## src/verilog/QuplsPkg.sv

```systemverilog
/*
 * Shared types for the decode front end of the core.
 * Holds the major opcodes, the register-form function codes, the
 * instruction layout and the item that travels from fetch to decode.
 * Modules pull these in with a wildcard import in their header.
 */
`default_nettype none

package QuplsPkg;

	// ====================================================================
	// Major opcodes
	// ====================================================================
	typedef enum logic [6:0] {
		OP_CHK    = 7'h03,
		OP_R3     = 7'h02,
		OP_ADDI   = 7'h04,
		// Vector register forms, plain and with a scalar operand
		OP_R3V    = 7'h50,
		OP_R3VS   = 7'h51,
		// Vector with immediate
		OP_VADDI  = 7'h54,
		OP_VCMPI  = 7'h55,
		OP_VMULI  = 7'h56,
		OP_VDIVI  = 7'h57,
		OP_VANDI  = 7'h58,
		OP_VORI   = 7'h59,
		OP_VEORI  = 7'h5A,
		// Vector with scalar immediate
		OP_VADDSI = 7'h5B,
		OP_VORSI  = 7'h5C,
		OP_VANDSI = 7'h5D,
		OP_VEORSI = 7'h5E,
		OP_VSHIFT = 7'h5F
	} opcode_t;

	// ====================================================================
	// Function codes for the register forms
	// ====================================================================
	typedef enum logic [6:0] {
		FN_ADD   = 7'h04, FN_CMP   = 7'h05, FN_MUL   = 7'h06, FN_MULW  = 7'h07,
		FN_DIV   = 7'h08, FN_SUB   = 7'h09, FN_MULU  = 7'h0A, FN_MULUW = 7'h0B,
		FN_DIVU  = 7'h0C, FN_AND   = 7'h10, FN_OR    = 7'h11, FN_EOR   = 7'h12,
		FN_NAND  = 7'h14, FN_NOR   = 7'h15, FN_ENOR  = 7'h16, FN_SEQ   = 7'h20,
		FN_SNE   = 7'h21, FN_SLT   = 7'h22, FN_SLE   = 7'h23, FN_SLTU  = 7'h24,
		FN_SLEU  = 7'h25, FN_ZSEQ  = 7'h28, FN_ZSNE  = 7'h29, FN_ZSLT  = 7'h2A,
		FN_ZSLE  = 7'h2B, FN_ZSLTU = 7'h2C, FN_ZSLEU = 7'h2D,
		// Register move exists only in scalar form
		FN_MOV   = 7'h30
	} func_t;

	// Register-form layout, declared high field first so the opcode
	// ends up in the low seven bits
	typedef struct packed {
		logic [2:0] vmask;
		func_t      func;
		logic [4:0] Rb;
		logic [4:0] Ra;
		logic [4:0] Rt;
		opcode_t    opcode;
	} r2Instr_t;

	// The raw view lets a fetched word be loaded without a cast
	typedef union packed {
		logic [31:0] raw;
		r2Instr_t    r2;
	} instruction_t;

	// One queue entry, the instruction together with its address
	typedef struct packed {
		logic [31:0]  pc;
		instruction_t instr;
	} fetchItem_t;

endpackage

`default_nettype wire

```

## src/verilog/Qupls_decode_top.sv

```systemverilog
/*
 * Top level of the decode front end.
 * Connects fetch, the instruction queue and the decoder, and sets the
 * queue depth and the reset address for the blocks below.
 */
`timescale 1ns/100ps
`default_nettype none

module Qupls_decode_top
	import QuplsPkg::*;
#(
	parameter int          QueueDepth = 8,
	parameter logic [31:0] ResetPc    = 32'hFFFC0000
)
(
	input  logic        clk,
	input  logic        reset,
	input  logic        fetchStrobe,
	input  logic [31:0] fetchWord,
	input  logic        flush,
	input  logic [31:0] flushPc,
	input  logic        decodeStall,
	output logic        fetchReady,
	output logic        decodedValid,
	output logic [31:0] decodedPc,
	output logic [31:0] decodedInstr,
	output logic        decodedIsVec
);

	logic       wrStrobe;
	logic       rdStrobe;
	logic       full;
	logic       empty;
	fetchItem_t wrItem;
	fetchItem_t rdItem;

	// Fetch may present a word whenever the queue has a free slot
	assign fetchReady = ~full;

	Qupls_fetch #(.ResetPc(ResetPc)) fetchInst
	(
		.clk         (clk),
		.reset       (reset),
		.fetchStrobe (fetchStrobe),
		.fetchWord   (fetchWord),
		.flush       (flush),
		.flushPc     (flushPc),
		.full        (full),
		.wrStrobe    (wrStrobe),
		.wrItem      (wrItem)
	);

	Qupls_instr_queue #(.QueueDepth(QueueDepth), .itemType(fetchItem_t)) queueInst
	(
		.clk      (clk),
		.reset    (reset),
		.flush    (flush),
		.wrStrobe (wrStrobe),
		.wrItem   (wrItem),
		.rdStrobe (rdStrobe),
		.rdItem   (rdItem),
		.full     (full),
		.empty    (empty)
	);

	Qupls_decoder decoderInst
	(
		.clk          (clk),
		.reset        (reset),
		.flush        (flush),
		.decodeStall  (decodeStall),
		.rdItem       (rdItem),
		.empty        (empty),
		.rdStrobe     (rdStrobe),
		.decodedValid (decodedValid),
		.decodedPc    (decodedPc),
		.decodedInstr (decodedInstr),
		.decodedIsVec (decodedIsVec)
	);

endmodule

`default_nettype wire

```

## src/verilog/Qupls_decode_vec.sv

```systemverilog
/*
 * Vector classifier for one instruction.
 * Purely combinational, it flags the register, immediate, scalar
 * immediate and shift forms that operate on vector registers.
 */
`timescale 1ns/100ps
`default_nettype none

module Qupls_decode_vec
	import QuplsPkg::*;
(
	input  instruction_t instr,
	output logic         vec
);

	always_comb
	begin
		case (instr.r2.opcode)
		// Check instructions share the encoding space but are scalar
		OP_CHK:
			vec = 1'b0;
		// Register forms are vector only for the arithmetic, logic and
		// set functions below
		OP_R3V, OP_R3VS:
			case (instr.r2.func)
			FN_ADD, FN_CMP, FN_MUL, FN_MULW, FN_DIV, FN_SUB:
				vec = 1'b1;
			FN_MULU, FN_MULUW, FN_DIVU:
				vec = 1'b1;
			FN_AND, FN_OR, FN_EOR, FN_NAND, FN_NOR, FN_ENOR:
				vec = 1'b1;
			FN_SEQ, FN_SNE, FN_SLT, FN_SLE, FN_SLTU, FN_SLEU:
				vec = 1'b1;
			FN_ZSEQ, FN_ZSNE, FN_ZSLT, FN_ZSLE, FN_ZSLTU, FN_ZSLEU:
				vec = 1'b1;
			// Move and any unknown function stay scalar
			default:
				vec = 1'b0;
			endcase
		// Every immediate form in the vector group
		OP_VADDI, OP_VCMPI, OP_VMULI, OP_VDIVI:
			vec = 1'b1;
		OP_VANDI, OP_VORI, OP_VEORI:
			vec = 1'b1;
		// Scalar immediate broadcast to all lanes
		OP_VADDSI, OP_VORSI, OP_VANDSI, OP_VEORSI:
			vec = 1'b1;
		OP_VSHIFT:
			vec = 1'b1;
		default:
			vec = 1'b0;
		endcase
	end

endmodule

`default_nettype wire

```

## src/verilog/Qupls_decoder.sv

```systemverilog
/*
 * Decode stage consumer.
 * Pops the head of the instruction queue once per unstalled cycle,
 * classifies it and registers the pc, the word and the vector flag.
 * decodedValid marks each popped item for one cycle.
 */
`timescale 1ns/100ps
`default_nettype none

module Qupls_decoder
	import QuplsPkg::*;
(
	input  logic         clk,
	input  logic         reset,
	input  logic         flush,
	input  logic         decodeStall,
	input  fetchItem_t   rdItem,
	input  logic         empty,
	output logic         rdStrobe,
	output logic         decodedValid,
	output logic [31:0]  decodedPc,
	output instruction_t decodedInstr,
	output logic         decodedIsVec
);

	logic isVec;

	// Pop whenever something is waiting and downstream can take it
	assign rdStrobe = ~empty & ~decodeStall;

	// Classifier looks at the head entry before it is popped
	Qupls_decode_vec decodeVecInst
	(
		.instr (rdItem.instr),
		.vec   (isVec)
	);

	// ====================================================================
	// Output registers
	// ====================================================================

	// Valid flag is control state and follows reset and flush
	always_ff @(posedge clk)
	begin
		if (reset || flush)
			decodedValid <= 1'b0;
		else
			decodedValid <= rdStrobe;
	end

	// Result fields only change on a pop
	always_ff @(posedge clk)
	begin
		if (rdStrobe)
		begin
			decodedPc <= rdItem.pc;
			decodedInstr <= rdItem.instr;
			decodedIsVec <= isVec;
		end
	end

endmodule

`default_nettype wire

```

## src/verilog/Qupls_fetch.sv

```systemverilog
/*
 * Fetch stage of the decode front end.
 * Takes one instruction word per strobe, tags it with its program
 * counter and offers it to the instruction queue from a one-entry stage.
 */
`timescale 1ns/100ps
`default_nettype none

module Qupls_fetch
	import QuplsPkg::*;
#(
	parameter logic [31:0] ResetPc = 32'hFFFC0000
)
(
	input  logic        clk,
	input  logic        reset,
	input  logic        fetchStrobe,
	input  logic [31:0] fetchWord,
	input  logic        flush,
	input  logic [31:0] flushPc,
	input  logic        full,
	output logic        wrStrobe,
	output fetchItem_t  wrItem
);

	// Address that the next accepted word will carry
	logic [31:0] pc;
	logic        stageValid;
	logic        accept;

	// A word is taken only while the queue has room
	assign accept = fetchStrobe & ~full & ~flush;

	// The staged item waits here whenever the queue is full
	assign wrStrobe = stageValid & ~full;

	always_ff @(posedge clk)
	begin
		if (reset)
		begin
			pc <= ResetPc;
			stageValid <= 1'b0;
		end
		else if (flush)
		begin
			// Redirect drops the staged word and restarts the count
			pc <= flushPc;
			stageValid <= 1'b0;
		end
		else if (accept)
		begin
			pc <= pc + 32'd4;
			stageValid <= 1'b1;
		end
		else if (wrStrobe)
			stageValid <= 1'b0;
	end

	// Payload register, loaded only when a word is accepted
	always_ff @(posedge clk)
	begin
		if (accept)
		begin
			wrItem.pc <= pc;
			wrItem.instr <= fetchWord;
		end
	end

endmodule

`default_nettype wire

```

## src/verilog/Qupls_instr_queue.sv

```systemverilog
/*
 * Circular instruction queue between fetch and decode.
 * The payload type is a parameter so the same buffer can carry other
 * items in the core. Writes and reads are strobes, full and empty are
 * levels, and the head entry is shown without a register.
 */
`timescale 1ns/100ps
`default_nettype none

module Qupls_instr_queue
#(
	parameter int  QueueDepth = 8,
	parameter type itemType   = logic [63:0]
)
(
	input  logic    clk,
	input  logic    reset,
	input  logic    flush,
	input  logic    wrStrobe,
	input  itemType wrItem,
	input  logic    rdStrobe,
	output itemType rdItem,
	output logic    full,
	output logic    empty
);

	// ====================================================================
	// Storage and pointers
	// ====================================================================
	localparam int PtrW   = $clog2(QueueDepth);
	localparam int CountW = PtrW + 1;

	itemType           mem [QueueDepth];
	logic [PtrW-1:0]   wrPtr;
	logic [PtrW-1:0]   rdPtr;
	logic [CountW-1:0] count;
	logic              doWrite;
	logic              doRead;

	// Strobes against a full or empty queue are ignored
	assign doWrite = wrStrobe & ~full & ~flush;
	assign doRead = rdStrobe & ~empty & ~flush;

	assign full = (count == CountW'(QueueDepth));
	assign empty = (count == '0);

	// Head of the queue goes straight out to the decoder
	assign rdItem = mem[rdPtr];

	// Entries carry no reset and are only valid while counted
	always_ff @(posedge clk)
	begin
		if (doWrite)
			mem[wrPtr] <= wrItem;
	end

	// ====================================================================
	// Pointer and occupancy control
	// ====================================================================
	always_ff @(posedge clk)
	begin
		if (reset || flush)
		begin
			wrPtr <= '0;
			rdPtr <= '0;
			count <= '0;
		end
		else
		begin
			// Depth is a power of two so the pointers wrap on their own
			if (doWrite)
				wrPtr <= wrPtr + 1'b1;
			if (doRead)
				rdPtr <= rdPtr + 1'b1;
			// A read and a write in the same cycle leave the count alone
			case ({doWrite, doRead})
			2'b10:   count <= count + 1'b1;
			2'b01:   count <= count - 1'b1;
			default: count <= count;
			endcase
		end
	end

endmodule

`default_nettype wire
```

## config.mk

```make
export PLATFORM = sky130hd
export DESIGN_NAME = Qupls_decode_top
export DESIGN_NICKNAME = d
export VERILOG_FILES = /design/src/verilog/QuplsPkg.sv /design/src/verilog/Qupls_decode_top.sv /design/src/verilog/Qupls_decode_vec.sv /design/src/verilog/Qupls_decoder.sv /design/src/verilog/Qupls_fetch.sv /design/src/verilog/Qupls_instr_queue.sv
export SDC_FILE = /design/constraint.sdc
export NUM_CORES = 1
export LEC_CHECK = 0
export BUFFER_PORTS_ARGS = -buffer_cell sky130_fd_sc_hd__buf_2
export CORE_MARGIN = 2
export CORE_UTILIZATION = 45
export CTS_BUF_LIST = sky130_fd_sc_hd__clkbuf_4 sky130_fd_sc_hd__clkbuf_8
export CTS_CLUSTER_SIZE = 8
export DETAILED_ROUTE_END_ITERATION = 6
export PLACE_DENSITY = 0.65
export SETUP_SLACK_MARGIN = 0.1
export SKIP_CTS_REPAIR_TIMING = 1
export SYNTH_ARGS = -nofsm -noshare
export SYNTH_HDL_FRONTEND = slang
export SYNTH_SLANG_ARGS = --single-unit
export TNS_END_PERCENT = 5
```

## constraint.sdc

```tcl
create_clock -name clk -period 11.2 [get_ports clk]
set_input_delay 0.56 -clock clk [delete_from_list [all_inputs] [get_ports clk]]
set_output_delay 0.56 -clock clk [all_outputs]
set_load 0.02 [all_outputs]
```

==> summary.txt, run 1 <==
Outcome
  – Status: finished, final reports clean

Synth
  – Post-synth EDFFs: 641
  – Mapped Cells: 1192
  – Netlist Area Pre-Place: 0.0256 mm2
  – Register area share after synthesis: 0.788
  – Synth Area per Inst: between 20 and 25 um2
  – Ys Warns: 0
  – Syn nets: 1268
  – Post-synth ARST share: 0
  – Library cells used by synthesis: 54
  – Post-synthesis register bit count: 688
  – Top_reg_cell synth: edfxtp_1

Power and ir drop
  – Total power: 4960 uW
  – Cell-internal power: 3970 uW
  – Clock Power Share: 0.409
  – Combinational power share: 0.014
  – Seq pwr share: 0.576
  – Leak Pwr: 0.00930 uW
  – Maximum VDD drop: 0.0847 mV
  – Switch Pwr: 994 uW
  – Sw Share: 0.200
  – Pwr dens: 169 mW/mm2

Floorplan
  – Cell row count: 87
  – Die width: 243 um
  – Core box area: roughly 0.056 mm2
  – Starting density of the core: 0.455
  – Die height: 243 um
  – IO Pins: between 100 and 150
  – Die ar.: 0.0589 mm2

STA
  – RSZ-0062 raised after global routing: false
  – Final Skew: 0.0251 ns
  – Crit path time final: 3.81 ns
  – Max Transition Viols Final: 0
  – Hold Worst Slack: 0.0402 ns
  – Final Cycle Share: 0.341
  – Final setup fails: 0
  – Worst-margin pin slew: between 1 and 1.5 ns
  – Fmax: 0.262 GHz
  – Max-slew headroom: 0.198
  – Setup TNS: 0 ns
  – Final hold violation count: 0

Hold path
  – Hold WC Path Type: in -> reg
  – Cell depth of the worst hold path: 1

Setup path
  – WP data required: 11.64 ns
  – Endpoint type of the worst setup path: flip-flop
  – Max FO, Critical Path: between 40 and 50
  – Crit path launch type: flip-flop
  – R2R cell count: 4
  – CP arrival: 4.26 ns
  – Setup Crit Path Kind: reg -> reg

Clocking
  – H-tree depth: 3
  – CTS tree: yes
  – Root Driver: clkbuf_8
  – Num CTS Buffers: about 110
  – Clk buf depth: 3
  – CTS sink cnt: 688
  – Worst-path clk slew: 0.06 ns
  – Clock latency on the worst-skew pair: 0.70 ns

Global routing
  – Vias in the first global route: 12.7k
  – First-pass GRT wire length: 75400 um
  – Total gr overflow: 0
  – Total GRT Usage: 0.170
  – Largest net degree at the start of global routing: 65
  – Initial antenna violation count: 2

Place
  – Dpl hpwl: 26000 um
  – Gpl congestion: between 0.8 and 0.9
  – PortBufs: 135
  – DP Cell Count: 2041

Finish
  – Fin nets: 1482
  – Final core occ: 0.521
  – Fraction of layout cells with a size suffix above 1: 0.356
  – Final cell count without fillers: 2247
  – Area grow syn2layout: 14.6%

Route
  – Initial drt markers: 942
  – Via/cell ratio: approximately 5.4
  – WL per Instance: 22.1 um
  – DRC Markers: 0
  – Met2 wire len: 24200 um
  – Drt first pass iters: 5
  – Drt total wl: 49700 um
  – Top layer in use: met4
  – Antenna-violating nets left: 0
  – Met3 Wirelength: 2550 um
  – WL met1: 21900 um
  – Vias: 12.0k

Run
  – # Max-Cap Violations: 0
[synthesized netlist by cell type (7+ instances only)]
cell	number	area share
nor4_1	9	0.0022
xnor2_1	12	0.0041
nand4_1	11	0.0027
nor3_1	23	0.0045
nor2_1	38	0.0056
mux4_2	126	0.11
clkbuf_1	30	0.0044
buf_2	11	0.0021
and3_1	12	0.0029
a211oi_1	11	0.0032
buf_4	7	0.0021
nand2_1	29	0.0042
edfxtp_1	641	0.75
mux2_2	61	0.027
a21oi_1	15	0.0029
nand3_1	13	0.0025
dfxtp_1	47	0.037
xor2_1	7	0.0024
[state kept, by name (all words and copies together) (netlist names), named ones only]
register and flops:
queueInst.mem 512, fetchInst.wrItem 64, decoderInst.decodedInstr 32, decoderInst.decodedPc 32, fetchInst.pc 32, queueInst.count 4
queueInst.rdPtr 3, queueInst.wrPtr 3, decoderInst.decodedIsVec 1, decoderInst.decodedValid 1, fetchInst.stageValid 1
[stage by stage]
step / cell area, um2 / setup slack, ns
4_1_cts: 29300 / 7.21
6_report: 29400 / 7.39
3_5_place_dp: 27200 / 7.05
2_1_floorplan: 25600 / 4.80
3_3_place_gp: 27200 / 7.18
5_1_grt: 29400 / 6.98
[layout by cell type (no fill, tap or decap), types with 12 or more instances in the layout]
| master | Yosys | layout |
|---|---|---|
| a21oi_1 | 15 | 15 |
| clkbuf_8 | 0 | 110 |
| nor2_1 | 38 | 30 |
| buf_2 | 11 | 135 |
| mux4_2 | 126 | 126 |
| buf_4 | 7 | 14 |
| nor3_1 | 23 | 21 |
| dfxtp_1 | 47 | 44 |
| clkbuf_4 | 0 | 53 |
| clkinv_1 | 1 | 21 |
| xnor2_1 | 12 | 12 |
| mux2_2 | 61 | 61 |
| nand3_1 | 13 | 13 |
| nand2_1 | 29 | 29 |
| and3_1 | 12 | 12 |
| edfxtp_1 | 641 | 641 |
[worst paths after layout]
check,startpoint,to,slack [ns]
worst max-delay path,flip-flop,decoderInst.decodedInstr[12]$_DFFE_PP_,7.39
worst min-delay path,fetchWord[19],fetchInst.wrItem[19]$_DFFE_PP_,0.04
worst max register to register,flip-flop,decoderInst.decodedInstr[12]$_DFFE_PP_,7.39
worst min register to register,fetchInst.pc[0]$_SDFFE_PP0P_,fetchInst.wrItem[32]$_DFFE_PP_,0.46
[power groups by stage]
stage	clock network (uW)	logic, uW	registers (uW)
2_1_floorplan	0	41.8	2900
3_3_place_gp	0	67.9	2910
3_5_place_dp	0	69.1	2910
4_1_cts	2090	69.5	2860
5_1_grt	2200	79.3	2860
6_report	2030	71.7	2860
[layout make-up]
type / instances / area (um2)
flip-flops and latches: 688 / 20200
well taps: 756 / 946
multi-input cells: 437 / 5190
inverters: 11 / 41.3
repair buffers: 160 / 891
clock buffers: 163 / 1910
fillers: 4506 / 27000
clock inverters: 31 / 185
diodes: 1 / 2.50
[layer usage]
metal  vias up  global-route usage
li1       5381                   -
met1      6243               0.231
met2       346               0.278
met3        75              0.0346
met4         0              0.0559
met5         -                   0
[logic make-up after synthesis]
| logic type | Yosys count | synth area share |
|---|---|---|
| flip-flops | 688 | 0.788 |
| multiplexers | 198 | 0.144 |
| AND/OR/NAND/NOR | 158 | 0.0313 |
| buffers and inverters | 67 | 0.0123 |
| AO/OA/AOI/OAI | 55 | 0.0149 |
| XOR/XNOR | 19 | 0.00649 |
| adder cells (fa/ha/maj) | 7 | 0.00371 |
[worst max-delay path: stages, from the launching register on]
cell and delay (ns):
dfxtp_4 0.87, buf_4 0.79, buf_4 0.87, mux4_2 0.61, mux2_2 0.27
No activity file was read; power rests on OpenSTA's default activity.
==> run 2, diff against run 1 <==
- PLACE_DENSITY: 0.65 -> 0.67
- clock period: 11.2 -> 3.35 ns (I/O delays scaled with it)
==> summary.txt, run 2 (synthesis gave the netlist of run 1 again) <==
STA
  – Crit path time final: 2.69 ns
  – Final setup fails: 0
  – Final hold violation count: 0
  – Setup TNS: 0 ns
  – Max Transition Viols Final: 0
  – Final Skew: 0.0306 ns
  – Final Cycle Share: 0.802
  – Fmax: 0.372 GHz
  – RSZ-0062 raised after global routing: false
  – Worst-margin pin slew: 0.963 ns
  – Slack of the critical path: around 0.66 ns
  – Max-slew headroom: 0.356

Power and ir drop
  – Maximum VDD drop: 0.277 mV
  – Pwr dens: approximately 560 mW/mm2
  – Switch Pwr: roughly 3300 uW
  – Seq pwr share: 0.569
  – Cell-internal power: 13500 uW
  – Combinational power share: 0.018
  – Sw Share: 0.198
  – Leak Pwr: 0.00966 uW
  – Clock Power Share: 0.413

Finish
  – FF+latch area: 0.0202 mm2
  – Area of the multi-input gates: 0.00521 mm2
  – Biggest register: queueInst.mem
  – Most common cell after layout, fill and taps aside: edfxtp_1
  – Layout fillers: 4430
  – Max reg flops: 512
  – Area grow syn2layout: 18.0%
  – Biggest regs: queueInst.mem x512, fetchInst.wrItem x64
  – Fin nets: approximately 1.6k
  – Commonest cells after routing, fill and taps aside: edfxtp_1, buf_2, mux4_2
  – Post-route cell area: 0.0302 mm2
  – Antenna cells: 0
  – Fraction of layout cells with a size suffix above 1: 0.353

Setup path
  – Worst path cell trace: or4b_1 -> and3_1 -> inv_2 -> ha_1 -> ha_1 -> a21o_1 -> a21oi_1 -> xnor2_1 -> or3_1 -> a21oi_1
  – Setup slack, reg-to-reg: 0.66 ns
  – WP data required: 3.94 ns
  – CP delay by family, top: simple AND/OR/NAND/NOR gates
  – Max FO, Critical Path: 5
  – Setup Crit Path Kind: reg -> reg
  – Endpoint type of the worst setup path: flip-flop
  – CP arrival: 3.28 ns
  – Crit path largest cell delay: 0.52 ns
  – Crit path launch type: flip-flop
  – Critical path's slowest cell: or4b_1
  – Buf/Inv on CP: 1

Global routing
  – Total GRT Usage: 0.174
  – Initial antenna violation count: 0
  – First-pass GRT wire length: around 77000 um
  – Vias in the first global route: 12.8k
  – Total gr overflow: 0
  – Largest net degree at the start of global routing: 89

Clocking
  – CTS tree: yes
  – Worst-path clk slew: 0.06 ns
  – Clock latency on the worst-skew pair: 0.69 ns
  – H-tree depth: 3
  – CTS sink cnt: 688
  – Root Driver: clkbuf_8
  – Num CTS Buffers: roughly 110
  – Clk buf depth: 3

Floorplan
  – IO Pins: 136
  – Cell row count: between 80 and 90
  – Die height: 243 um
  – Die width: ~240 um
  – Die ar.: 0.0589 mm2
  – Core box area: 0.0564 mm2
  – Starting density of the core: 0.455

Run
  – # Max-Cap Violations: 0

Route
  – Top layer in use: met4
  – Antenna-violating nets left: 0
  – WL per Instance: 22.1 um
  – Drt first pass iters: 5
  – Met3 Wirelength: 2490 um
  – Met2 wire len: 25700 um
  – Vias: approximately 12k
  – Drt total wl: 51200 um
  – DRC Markers: 0
  – Via/cell ratio: 5.34
  – WL met1: 22200 um
  – Initial drt markers: 1022

Place
  – Setup WS pre-CTS: 0.692 ns
  – Placement Cell Area: 0.0274 mm2
  – PortBufs: 135
  – Dpl hpwl: 28100 um
  – Gpl congestion: 0.819

Hold path
  – Hold WC Path Type: in -> reg

Outcome
  – Status: finished, final reports clean
-- run 2: tightest hold or removal path, stage by stage --
cell	delay (ns)
buf_2	0.30
nand2_1	0.13
a21oi_1	0.05
-- run 2: metrics by stage --
step / total power [uW] / cells / util / hold WS, ns
2_1_floorplan: 9830 / 1192 / - / 0.246
3_3_place_gp: 9960 / 2057 / 0.486 / 0.347
3_5_place_dp: 9980 / 2057 / 0.486 / 0.346
4_1_cts: 16900 / 2251 / 0.524 / -0.410
5_1_grt: 17400 / 2318 / 0.536 / 0.00313
6_report: 16800 / 2318 / 0.536 / 0.0107
-- run 2: power groups by stage --
stage	registers [uW]	clock network (uW)	logic, uW
2_1_floorplan	9690	0	141
3_3_place_gp	9720	0	241
3_5_place_dp	9730	0	247
4_1_cts	9550	7120	248
5_1_grt	9560	7480	334
6_report	9550	6920	306
-- run 2: path summary, 6_finish.rpt --
kind / startpoint / to / depth (start not counted)
max: queueInst.count[1]$_SDFFE_PP0P_ / queueInst.count[3]$_SDFFE_PP0P_ / 10
min: flush / fetchInst.pc[11]$_SDFFE_PP0N_ / 3
max reg2reg: queueInst.count[1]$_SDFFE_PP0P_ / queueInst.count[3]$_SDFFE_PP0P_ / 10
min reg2reg: fetchInst.pc[8]$_SDFFE_PP0N_ / fetchInst.wrItem[40]$_DFFE_PP_ / 0
-- run 2: metal layers --
metal  GRT usage  vias to the layer above
met4      0.0485                        0
li1            -                     5516
met1       0.238                     6450
met3      0.0333                       74
met5           0                        -
met2       0.286                      342
-- run 2: cell type report --
class | instances | area share
tap | 756 | 0.0313
multi-input combinational | 437 | 0.172
sequential | 688 | 0.668
timing repair buffer | 232 | 0.0557
clock buffer | 170 | 0.0666
inverter | 11 | 0.00137
clock inverter | 24 | 0.00468
